**src/hw/cnn_pkg.sv**
```systemverilog
`default_nettype none

package cnn_pkg;

    // datapath widths
    localparam int IMG_WIDTH = 16;
    localparam int KER_WIDTH = 16;
    localparam int GROUP_NB = 2;
    localparam int DEPTH_NB = 2;
    localparam int NUM_WIDTH = IMG_WIDTH + KER_WIDTH + 1;

    // packed lane groups of one channel
    localparam int IMG_LANES_W = GROUP_NB * IMG_WIDTH;
    localparam int KER_LANES_W = GROUP_NB * KER_WIDTH;
    localparam int SUM_LANES_W = GROUP_NB * NUM_WIDTH;

    // wishbone configuration map
    localparam int CFG_AWIDTH = 4;
    localparam int CFG_DWIDTH = 32;
    localparam logic [CFG_AWIDTH-1:0] CFG_LAYERS = 2;
    localparam int CFG_BYPASS_BIT = 16;
    localparam int CFG_POOL_LSB = 8;
    localparam int CFG_SHIFT_LSB = 0;
    localparam int CFG_FIELD_WIDTH = 8;

    // one-hot state bit positions
    localparam int UP_RESET = 0;
    localparam int UP_READY = 1;
    localparam int UP_DONE = 2;
    localparam int UP_CLEAR = 3;
    localparam int DN_RESET = 0;
    localparam int DN_READY = 1;
    localparam int DN_ADD = 2;
    localparam int DN_POOL = 3;
    localparam int DN_OPS = 4;
    localparam int DN_CLEAR = 5;

endpackage

`default_nettype wire

```
**src/hw/cfg_regs.sv**
```systemverilog
`timescale 1ns/10ps
`default_nettype none

module cfg_regs (
    input  logic                                clk,
    input  logic                                rst,
    input  logic                                wb_cyc,
    input  logic                                wb_stb,
    input  logic                                wb_we,
    input  logic [cnn_pkg::CFG_AWIDTH-1:0]      wb_adr,
    input  logic [cnn_pkg::CFG_DWIDTH-1:0]      wb_dat_w,
    output logic                                wb_ack,
    output logic [cnn_pkg::CFG_DWIDTH-1:0]      wb_dat_r,
    output logic                                bypass,
    output logic [cnn_pkg::CFG_FIELD_WIDTH-1:0] pool_nb,
    output logic [cnn_pkg::CFG_FIELD_WIDTH-1:0] shift
);

    logic req;
    logic req_q;
    logic cfg_hit;

    assign req = wb_cyc & wb_stb;
    assign cfg_hit = (wb_adr == cnn_pkg::CFG_LAYERS);

    // ack once per request, rearmed when stb drops
    always_ff @(posedge clk) begin
        if (rst) begin
            req_q <= 1'b0;
            wb_ack <= 1'b0;
        end else begin
            req_q <= req;
            wb_ack <= req & ~req_q;
        end
    end

    always_ff @(posedge clk) begin
        if (rst) begin
            bypass <= 1'b1;
            pool_nb <= '0;
            shift <= '0;
        end else if (wb_ack && req && wb_we && cfg_hit) begin
            bypass <= wb_dat_w[cnn_pkg::CFG_BYPASS_BIT];
            pool_nb <= wb_dat_w[cnn_pkg::CFG_POOL_LSB +: cnn_pkg::CFG_FIELD_WIDTH];
            shift <= wb_dat_w[cnn_pkg::CFG_SHIFT_LSB +: cnn_pkg::CFG_FIELD_WIDTH];
        end
    end

    always_comb begin
        wb_dat_r = '0;
        if (cfg_hit) begin
            wb_dat_r[cnn_pkg::CFG_BYPASS_BIT] = bypass;
            wb_dat_r[cnn_pkg::CFG_POOL_LSB +: cnn_pkg::CFG_FIELD_WIDTH] = pool_nb;
            wb_dat_r[cnn_pkg::CFG_SHIFT_LSB +: cnn_pkg::CFG_FIELD_WIDTH] = shift;
        end
    end

endmodule

`default_nettype wire

```
**src/hw/cnn_layer_top.sv**
```systemverilog
`timescale 1ns/10ps
`default_nettype none

module cnn_layer_top (
    input  logic                                              clk,
    input  logic                                              rst,
    input  logic                                              wb_cyc,
    input  logic                                              wb_stb,
    input  logic                                              wb_we,
    input  logic [cnn_pkg::CFG_AWIDTH-1:0]                    wb_adr,
    input  logic [cnn_pkg::CFG_DWIDTH-1:0]                    wb_dat_w,
    output logic                                              wb_ack,
    output logic [cnn_pkg::CFG_DWIDTH-1:0]                    wb_dat_r,
    input  logic [cnn_pkg::DEPTH_NB*cnn_pkg::KER_WIDTH-1:0]   bias_bus,
    input  logic [cnn_pkg::DEPTH_NB*cnn_pkg::KER_LANES_W-1:0] kernel_bus,
    output logic                                              kernel_rdy,
    input  logic [cnn_pkg::IMG_LANES_W-1:0]                   image_bus,
    input  logic                                              image_last,
    input  logic                                              image_val,
    output logic                                              image_rdy,
    output logic [cnn_pkg::DEPTH_NB*cnn_pkg::IMG_WIDTH-1:0]   result_bus,
    output logic                                              result_val,
    input  logic                                              result_rdy
);

    logic                                bypass;
    logic [cnn_pkg::CFG_FIELD_WIDTH-1:0] pool_nb;
    logic [cnn_pkg::CFG_FIELD_WIDTH-1:0] shift;

    cfg_regs cfg_regs_inst (
        .clk      (clk),
        .rst      (rst),
        .wb_cyc   (wb_cyc),
        .wb_stb   (wb_stb),
        .wb_we    (wb_we),
        .wb_adr   (wb_adr),
        .wb_dat_w (wb_dat_w),
        .wb_ack   (wb_ack),
        .wb_dat_r (wb_dat_r),
        .bypass   (bypass),
        .pool_nb  (pool_nb),
        .shift    (shift)
    );

    layers layers_inst (
        .clk        (clk),
        .rst        (rst),
        .bypass     (bypass),
        .pool_nb    (pool_nb),
        .shift      (shift),
        .bias_bus   (bias_bus),
        .kernel_bus (kernel_bus),
        .kernel_rdy (kernel_rdy),
        .image_bus  (image_bus),
        .image_last (image_last),
        .image_val  (image_val),
        .image_rdy  (image_rdy),
        .result_bus (result_bus),
        .result_val (result_val),
        .result_rdy (result_rdy)
    );

endmodule

`default_nettype wire

```
**src/hw/group_mac.sv**
```systemverilog
`timescale 1ns/10ps
`default_nettype none

module group_mac (
    input  logic                            clk,
    input  logic                            restart,
    input  logic [cnn_pkg::IMG_LANES_W-1:0] img,
    input  logic [cnn_pkg::KER_LANES_W-1:0] ker,
    input  logic                            kernel_rdy,
    output logic [cnn_pkg::SUM_LANES_W-1:0] sums
);

    for (genvar lane = 0; lane < cnn_pkg::GROUP_NB; lane++) begin : lane_mac
        logic signed [cnn_pkg::NUM_WIDTH-1:0] acc;
        logic signed [cnn_pkg::IMG_WIDTH-1:0] pix;
        logic signed [cnn_pkg::KER_WIDTH-1:0] coef;

        assign pix = img[lane*cnn_pkg::IMG_WIDTH +: cnn_pkg::IMG_WIDTH];
        assign coef = ker[lane*cnn_pkg::KER_WIDTH +: cnn_pkg::KER_WIDTH];

        // product is sign extended to the accumulator width
        always_ff @(posedge clk) begin
            if (restart) begin
                acc <= '0;
            end else if (kernel_rdy) begin
                acc <= acc + pix * coef;
            end
        end

        assign sums[lane*cnn_pkg::NUM_WIDTH +: cnn_pkg::NUM_WIDTH] = acc;
    end

endmodule

`default_nettype wire

```
**src/hw/layers.sv**
```systemverilog
`timescale 1ns/10ps
`default_nettype none

module layers (
    input  logic                                              clk,
    input  logic                                              rst,
    input  logic                                              bypass,
    input  logic [cnn_pkg::CFG_FIELD_WIDTH-1:0]               pool_nb,
    input  logic [cnn_pkg::CFG_FIELD_WIDTH-1:0]               shift,
    input  logic [cnn_pkg::DEPTH_NB*cnn_pkg::KER_WIDTH-1:0]   bias_bus,
    input  logic [cnn_pkg::DEPTH_NB*cnn_pkg::KER_LANES_W-1:0] kernel_bus,
    output logic                                              kernel_rdy,
    input  logic [cnn_pkg::IMG_LANES_W-1:0]                   image_bus,
    input  logic                                              image_last,
    input  logic                                              image_val,
    output logic                                              image_rdy,
    output logic [cnn_pkg::DEPTH_NB*cnn_pkg::IMG_WIDTH-1:0]   result_bus,
    output logic                                              result_val,
    input  logic                                              result_rdy
);

    logic [3:0]                                              up_state;
    logic [3:0]                                              up_state_nx;
    logic [5:0]                                              dn_state;
    logic [5:0]                                              dn_state_nx;
    logic                                                    img_xfer;
    logic                                                    handover;
    logic                                                    group_done;
    logic                                                    mac_restart;
    logic                                                    pool_restart;
    logic [6:0]                                              mac_pipe;
    logic [4:0]                                              add_pipe;
    logic [9:0]                                              ops_pipe;
    logic [cnn_pkg::CFG_FIELD_WIDTH-1:0]                     pool_cnt;
    logic [cnn_pkg::IMG_LANES_W-1:0]                         image_q;
    logic [cnn_pkg::DEPTH_NB*cnn_pkg::SUM_LANES_W-1:0]       mac_data;
    logic [cnn_pkg::DEPTH_NB*cnn_pkg::SUM_LANES_W-1:0]       hold;
    logic [cnn_pkg::DEPTH_NB*cnn_pkg::NUM_WIDTH-1:0]         pool_data;
    logic [cnn_pkg::DEPTH_NB*cnn_pkg::IMG_WIDTH-1:0]         ops_data;

    assign img_xfer = image_val & image_rdy;
    assign handover = up_state[cnn_pkg::UP_CLEAR] & dn_state[cnn_pkg::DN_READY];
    assign group_done = dn_state[cnn_pkg::DN_POOL] & (pool_cnt >= pool_nb);
    assign image_rdy = up_state[cnn_pkg::UP_READY];
    assign result_val = dn_state[cnn_pkg::DN_CLEAR];

    always_ff @(posedge clk) begin
        if (rst) begin
            up_state <= 4'(1 << cnn_pkg::UP_RESET);
            dn_state <= 6'(1 << cnn_pkg::DN_RESET);
        end else begin
            up_state <= up_state_nx;
            dn_state <= dn_state_nx;
        end
    end

    // upstream side owns the MAC bank until the window is handed over
    always_comb begin
        up_state_nx = '0;
        case (1'b1)
            up_state[cnn_pkg::UP_RESET]: up_state_nx[cnn_pkg::UP_READY] = 1'b1;
            up_state[cnn_pkg::UP_READY]: begin
                if (img_xfer && image_last) up_state_nx[cnn_pkg::UP_DONE] = 1'b1;
                else up_state_nx[cnn_pkg::UP_READY] = 1'b1;
            end
            up_state[cnn_pkg::UP_DONE]: begin
                if (mac_pipe[6]) up_state_nx[cnn_pkg::UP_CLEAR] = 1'b1;
                else up_state_nx[cnn_pkg::UP_DONE] = 1'b1;
            end
            up_state[cnn_pkg::UP_CLEAR]: begin
                if (dn_state[cnn_pkg::DN_READY]) up_state_nx[cnn_pkg::UP_RESET] = 1'b1;
                else up_state_nx[cnn_pkg::UP_CLEAR] = 1'b1;
            end
            default: up_state_nx[cnn_pkg::UP_RESET] = 1'b1;
        endcase
    end

    always_comb begin
        dn_state_nx = '0;
        case (1'b1)
            dn_state[cnn_pkg::DN_RESET]: dn_state_nx[cnn_pkg::DN_READY] = 1'b1;
            dn_state[cnn_pkg::DN_READY]: begin
                if (up_state[cnn_pkg::UP_CLEAR]) dn_state_nx[cnn_pkg::DN_ADD] = 1'b1;
                else dn_state_nx[cnn_pkg::DN_READY] = 1'b1;
            end
            dn_state[cnn_pkg::DN_ADD]: begin
                if (add_pipe[4]) dn_state_nx[cnn_pkg::DN_POOL] = 1'b1;
                else dn_state_nx[cnn_pkg::DN_ADD] = 1'b1;
            end
            dn_state[cnn_pkg::DN_POOL]: begin
                if (group_done) dn_state_nx[cnn_pkg::DN_OPS] = 1'b1;
                else dn_state_nx[cnn_pkg::DN_READY] = 1'b1;
            end
            dn_state[cnn_pkg::DN_OPS]: begin
                if (ops_pipe[9]) dn_state_nx[cnn_pkg::DN_CLEAR] = 1'b1;
                else dn_state_nx[cnn_pkg::DN_OPS] = 1'b1;
            end
            dn_state[cnn_pkg::DN_CLEAR]: begin
                if (result_rdy) dn_state_nx[cnn_pkg::DN_RESET] = 1'b1;
                else dn_state_nx[cnn_pkg::DN_CLEAR] = 1'b1;
            end
            default: dn_state_nx[cnn_pkg::DN_RESET] = 1'b1;
        endcase
    end

    // valid pipelines track the datapath latencies
    always_ff @(posedge clk) begin
        if (rst) begin
            kernel_rdy <= 1'b0;
            mac_restart <= 1'b1;
            pool_restart <= 1'b1;
            mac_pipe <= '0;
            add_pipe <= '0;
            ops_pipe <= '0;
        end else begin
            kernel_rdy <= img_xfer;
            mac_restart <= up_state[cnn_pkg::UP_RESET];
            pool_restart <= dn_state[cnn_pkg::DN_RESET];
            mac_pipe <= {mac_pipe[5:0], img_xfer & image_last};
            add_pipe <= {add_pipe[3:0], handover};
            ops_pipe <= {ops_pipe[8:0], group_done};
        end
    end

    always_ff @(posedge clk) begin
        if (rst || dn_state[cnn_pkg::DN_RESET]) begin
            pool_cnt <= '0;
        end else if (dn_state[cnn_pkg::DN_POOL]) begin
            pool_cnt <= group_done ? '0 : pool_cnt + 1'b1;
        end
    end

    always_ff @(posedge clk) begin
        if (img_xfer) image_q <= image_bus;
        if (mac_pipe[6]) hold <= mac_data;
        if (ops_pipe[9]) result_bus <= ops_data;
    end

    for (genvar ch = 0; ch < cnn_pkg::DEPTH_NB; ch++) begin : chan
        group_mac group_mac_inst (
            .clk        (clk),
            .restart    (mac_restart),
            .img        (image_q),
            .ker        (kernel_bus[ch*cnn_pkg::KER_LANES_W +: cnn_pkg::KER_LANES_W]),
            .kernel_rdy (kernel_rdy),
            .sums       (mac_data[ch*cnn_pkg::SUM_LANES_W +: cnn_pkg::SUM_LANES_W])
        );

        sum_pool sum_pool_inst (
            .clk       (clk),
            .restart   (pool_restart),
            .lanes     (hold[ch*cnn_pkg::SUM_LANES_W +: cnn_pkg::SUM_LANES_W]),
            .sum_valid (add_pipe[4]),
            .pooled    (pool_data[ch*cnn_pkg::NUM_WIDTH +: cnn_pkg::NUM_WIDTH])
        );

        post_ops post_ops_inst (
            .clk    (clk),
            .bypass (bypass),
            .shift  (shift),
            .bias   (bias_bus[ch*cnn_pkg::KER_WIDTH +: cnn_pkg::KER_WIDTH]),
            .pooled (pool_data[ch*cnn_pkg::NUM_WIDTH +: cnn_pkg::NUM_WIDTH]),
            .pixel  (ops_data[ch*cnn_pkg::IMG_WIDTH +: cnn_pkg::IMG_WIDTH])
        );
    end

endmodule

`default_nettype wire

```
**src/hw/post_ops.sv**
```systemverilog
`timescale 1ns/10ps
`default_nettype none

module post_ops (
    input  logic                                clk,
    input  logic                                bypass,
    input  logic [cnn_pkg::CFG_FIELD_WIDTH-1:0] shift,
    input  logic [cnn_pkg::KER_WIDTH-1:0]       bias,
    input  logic [cnn_pkg::NUM_WIDTH-1:0]       pooled,
    output logic [cnn_pkg::IMG_WIDTH-1:0]       pixel
);

    // one guard bit above the accumulator for the bias add
    logic signed [cnn_pkg::NUM_WIDTH:0]                    biased;
    logic signed [cnn_pkg::NUM_WIDTH:0]                    rectified;
    logic signed [cnn_pkg::NUM_WIDTH:0]                    scaled;
    logic [cnn_pkg::NUM_WIDTH-cnn_pkg::IMG_WIDTH+1:0]      upper;

    always_ff @(posedge clk) begin
        biased <= $signed(pooled) + $signed(bias);
    end

    always_ff @(posedge clk) begin
        if (!bypass && biased[cnn_pkg::NUM_WIDTH]) begin
            rectified <= '0;
        end else begin
            rectified <= biased;
        end
    end

    assign scaled = rectified >>> shift;
    assign upper = scaled[cnn_pkg::NUM_WIDTH:cnn_pkg::IMG_WIDTH-1];

    // in range when all bits above the result sign match it
    always_ff @(posedge clk) begin
        if ((&upper) || !(|upper)) begin
            pixel <= scaled[cnn_pkg::IMG_WIDTH-1:0];
        end else if (scaled[cnn_pkg::NUM_WIDTH]) begin
            pixel <= {1'b1, {(cnn_pkg::IMG_WIDTH-1){1'b0}}};
        end else begin
            pixel <= {1'b0, {(cnn_pkg::IMG_WIDTH-1){1'b1}}};
        end
    end

endmodule

`default_nettype wire

```
**src/hw/sum_pool.sv**
```systemverilog
`timescale 1ns/10ps
`default_nettype none

module sum_pool (
    input  logic                            clk,
    input  logic                            restart,
    input  logic [cnn_pkg::SUM_LANES_W-1:0] lanes,
    input  logic                            sum_valid,
    output logic [cnn_pkg::NUM_WIDTH-1:0]   pooled
);

    logic [cnn_pkg::NUM_WIDTH-1:0] lane_total;
    logic [cnn_pkg::NUM_WIDTH-1:0] sum_q;
    logic [cnn_pkg::NUM_WIDTH-1:0] pool_q;
    logic                          first;

    always_comb begin
        lane_total = '0;
        for (int i = 0; i < cnn_pkg::GROUP_NB; i++) begin
            lane_total = lane_total + lanes[i*cnn_pkg::NUM_WIDTH +: cnn_pkg::NUM_WIDTH];
        end
    end

    always_ff @(posedge clk) begin
        sum_q <= lane_total;
    end

    // first window of a group loads, later ones keep the max
    always_ff @(posedge clk) begin
        if (restart) begin
            first <= 1'b1;
        end else if (sum_valid) begin
            first <= 1'b0;
            if (first || ($signed(sum_q) > $signed(pool_q))) begin
                pool_q <= sum_q;
            end
        end
    end

    assign pooled = pool_q;

endmodule

`default_nettype wire

```
**config.mk**
```make
export PLATFORM = sky130hd
export DESIGN_NAME = cnn_layer_top
export DESIGN_NICKNAME = d
export VERILOG_FILES = /design/src/hw/cnn_pkg.sv /design/src/hw/cfg_regs.sv /design/src/hw/cnn_layer_top.sv /design/src/hw/group_mac.sv /design/src/hw/layers.sv /design/src/hw/post_ops.sv /design/src/hw/sum_pool.sv
export SDC_FILE = /design/constraint.sdc
export NUM_CORES = 2
export LEC_CHECK = 0
export BUFFER_PORTS_ARGS = -buffer_cell sky130_fd_sc_hd__buf_2
export CORE_ASPECT_RATIO = 1.1
export CORE_MARGIN = 1.5
export CORE_UTILIZATION = 59
export CTS_CLUSTER_DIAMETER = 200
export DETAILED_ROUTE_END_ITERATION = 8
export GPL_TIMING_DRIVEN = 0
export PLACE_DENSITY = 0.86
export REMOVE_ABC_BUFFERS = 1
export SYNTH_ARGS = -nofsm -noshare
export SYNTH_HDL_FRONTEND = slang
export SYNTH_HIERARCHICAL = 1
export SYNTH_SLANG_ARGS = --single-unit
export TNS_END_PERCENT = 20
```
**constraint.sdc**
```tcl
create_clock -name clk -period 6.85 [get_ports clk]
set_input_delay 1.37 -clock clk [delete_from_list [all_inputs] [get_ports clk]]
set_output_delay 1.37 -clock clk [all_outputs]
set_load 0.01 [all_outputs]
```
==> flow_metrics.tcl <==
set metrics [dict create \
    wirelength_um 203000 \
    final_antenna_net_count 0 \
    grt_most_used_layer "met2" \
    cts_made_buffers 74 \
    skew_ns 0.0468 \
    flip_flop_and_latch_area_mm2 0.0165 \
    overflow 0 \
    routed_via_density 5.88 \
    timing.critical_path.to_type "flip-flop" \
    synth_async_sr_flop_share_pct 0 \
    fp-row-count 139 \
    vias 59027 \
    floorplan.core_area_mm2 0.131 \
    max_slew_margin_pct 18.3 \
    required_ns 7.45 \
    worst-endpoint-arrival_ns 7.81 \
    syn_avg_cell_area_um2 9.71 \
    timing.final.setup_violations 3 \
    fmax_mhz 139 \
    syn_inst 8049 \
    timing.setup.critical_path_class "input pin to flip-flop" \
    htreeDepth 3 \
    start_util_pct 59.7 \
    grt_usage_pct 29.9 \
    ys_ff_latch 692 \
    routabilityCongestion 0.919 \
    detail_route.first_pass.iterations 6 \
    use_met2_pct 50.1 \
    num-nets-final 10179 \
    grt_setup_unrepaired "yes" \
    timing_hold_violations_final 0 \
    clock_tree.root_cell "sky130_fd_sc_hd__clkbuf_16" \
    post-route-drc-count 0 \
    fp.dieH_um 385 \
    ys_warn_count 6 \
    nFillCells 9556 \
    pin_count 240 \
    failed_checks "negative setup slack" \
    crit_fanout 16 \
    total_area_of_multi_input_combinational_cells_mm2 0.0551 \
    detail_route.wl_per_cell_um 20.2 \
    predominant_post_synthesis_flop_cell "sky130_fd_sc_hd__dfxtp_1" \
    grt_antenna_before_repair 9 \
    synthDistinctLibCells 127 \
    post_synth_instance_area_mm2 0.0782 \
    cts-root-to-sink-buffers 3 \
    grt_pass1_wl_um 318000 \
    globalRouteMet3Util_pct 5.50 \
    tightest_slew_ns 1.22 \
    post-dp-hpwl_um 147000 \
    startpoint_type "input pin" \
    regToRegSetupSlack_ns -0.15 \
    chipWidth_um 350 \
    die-area_mm2 0.135 \
    run_status "finished, violations left" \
    place_worst_setup_slack_ns -0.990 \
    finalWorstSetupSlack_ns -0.359 \
    post-route-min-period_ns 7.21 \
    largest_net_degree_at_the_start_of_global_routing 97 \
    finalCritPeriodShare_pct 105 \
    clock_pin_slew_on_the_worst_setup_and_hold_paths_ns 0.07 \
    clock_latency_ns 0.69 \
    most_frequent_cells_in_the_layout "1,502 x sky130_fd_sc_hd__inv_1, 1,188 x sky130_fd_sc_hd__fa_1, 686 x sky130_fd_sc_hd__nand2_1, 592 x sky130_fd_sc_hd__ha_1, 587 x sky130_fd_sc_hd__and2_1" \
    globalRouteMet1Util_pct 35.7 \
    ys_seq_area_share_pct 21.1 \
    synth_edf_count 262 \
    maximum_capacitance_violations 0 \
    cts_tree "built" \
    tritoncts_num_sinks 692 \
    fraction_of_layout_instances_using_a_drive_strength_above_1_pct 9.43 \
    first_iter_violations 5062 \
    area.growth.synth_to_final_pct 9.31 \
    port_buffers 209 \
    timing.final.max_slew_violations 0 \
    first_global_vias 62136 \
    holdCritPathClass "flip-flop to flip-flop" \
    final_common_cell "sky130_fd_sc_hd__inv_1" \
]
==> flip-flops by register name, indices dropped and copies added, names as in the netlist, 10 cells and up <==
name	cells
layers_inst/chan.group_mac_inst/lane_mac.acc	132
layers_inst/chan.post_ops_inst/biased	68
layers_inst/chan.post_ops_inst/pixel	32
layers_inst/chan.post_ops_inst/rectified	68
layers_inst/chan.sum_pool_inst/pooled	66
layers_inst/chan.sum_pool_inst/sum_q	66
layers_inst/hold	132
layers_inst/image_q	32
layers_inst/ops_pipe	10
layers_inst/result_bus	32
==> cells in the mapped netlist (all sizes together), types with 68 or more instances <==
cell | number | area share, %
nand2b | 96 | 0.79
nand3 | 68 | 0.44
a21o | 110 | 1.1
and2 | 599 | 4.8
a21oi | 275 | 1.8
xnor2 | 192 | 2.2
nor2 | 363 | 1.8
ha | 605 | 9.7
xor2 | 68 | 0.76
dfxtp | 430 | 11
buf | 73 | 0.58
mux2i | 156 | 2.0
edfxtp | 262 | 10
inv | 1518 | 7.3
nand2 | 696 | 3.3
nor3 | 81 | 0.54
clkbuf | 229 | 1.1
fa | 1200 | 31
o21ai | 236 | 1.6
==> cell families after synthesis <==
family          Yosys count  share of synthesized area, %
compound gates         1113                          9.77
simple gates           2144                          13.9
fa+ha+maj              1805                          40.4
buf+inv                1820                          9.01
other cells               1                       0.00480
flops                   692                          21.1
xor+xnor                260                          2.91
mux                     214                          2.92
==> cell type report <==
type,count,area share [%]
multi-input cells,5551,64.5
flip-flops and latches,692,19.3
inverters,1518,6.69
repair buffers,365,3.84
well taps,1762,2.58
clock buffers,94,2.43
clock inverters,43,0.609
diodes,9,0.0264
==> metal layers <==
| metal | share of wire (%) | vias to the layer above |
|---|---|---|
| li1 | - | 26027 |
| met5 | 0.021 | - |
| met1 | 36 | 29086 |
| met4 | 7.4 | 6 |
| met2 | 48 | 2963 |
| met3 | 8.7 | 945 |
==> worst max-delay path, stage by stage <==
cell and delay, ns:
sky130_fd_sc_hd__clkbuf_4 0.27, sky130_fd_sc_hd__and2_1 0.24, sky130_fd_sc_hd__inv_1 0.21, sky130_fd_sc_hd__fa_2 0.75, sky130_fd_sc_hd__inv_1 0.18, sky130_fd_sc_hd__fa_1 0.59, sky130_fd_sc_hd__inv_1 0.18, sky130_fd_sc_hd__fa_1 0.58
sky130_fd_sc_hd__inv_1 0.07, sky130_fd_sc_hd__fa_1 0.53, sky130_fd_sc_hd__fa_1 0.55, sky130_fd_sc_hd__inv_1 0.06, sky130_fd_sc_hd__fa_1 0.53, sky130_fd_sc_hd__inv_1 0.05, sky130_fd_sc_hd__ha_2 0.34, sky130_fd_sc_hd__a21o_1 0.23
sky130_fd_sc_hd__a31o_2 0.22, sky130_fd_sc_hd__a21o_1 0.19, sky130_fd_sc_hd__a221oi_2 0.34, sky130_fd_sc_hd__nand4b_1 0.13, sky130_fd_sc_hd__a31oi_1 0.18
==> metrics by stage <==
stage | hold WS, ns | TNS (ns) | util [%] | instance area, um^2 | instances
detailed placement | 0.386 | -31.92 | 61.4 | 80500 | 9745
global route | 0.390 | -1.20 | 65.2 | 85400 | 10029
global placement | 0.377 | -107.03 | 61.2 | 80100 | 9732
floorplan | 0.374 | -1.85 | - | 76900 | 7761
finish | 0.380 | -0.676 | 65.2 | 85400 | 10034
CTS | 0.377 | -0.00342 | 64.1 | 84000 | 9941
==> final timing paths <==
check,startpoint,cells after the start,endpoint
hold reg to reg,layers_inst/chan[1].post_ops_inst/pixel[8]$_DFF_P_,0,layers_inst/result_bus[24]$_DFFE_PP_
setup / recovery,kernel_bus[11],21,flip-flop
setup reg to reg,layers_inst/image_q[15]$_DFFE_PP_,22,flip-flop
hold / removal,layers_inst/chan[1].post_ops_inst/pixel[8]$_DFF_P_,0,layers_inst/result_bus[24]$_DFFE_PP_
==> repair_timing <==
item / in CTS / in global routing
endpoints found under the setup margin: 44 / 46
pin swaps: 2 / 38
gates resized for setup: 22 / 143
setup buffers: 59 / 81
hold buffers: 0 / 0
Power is not shown: default switching activity piles up to over one toggle a cycle in this logic, so the estimate is an artifact.
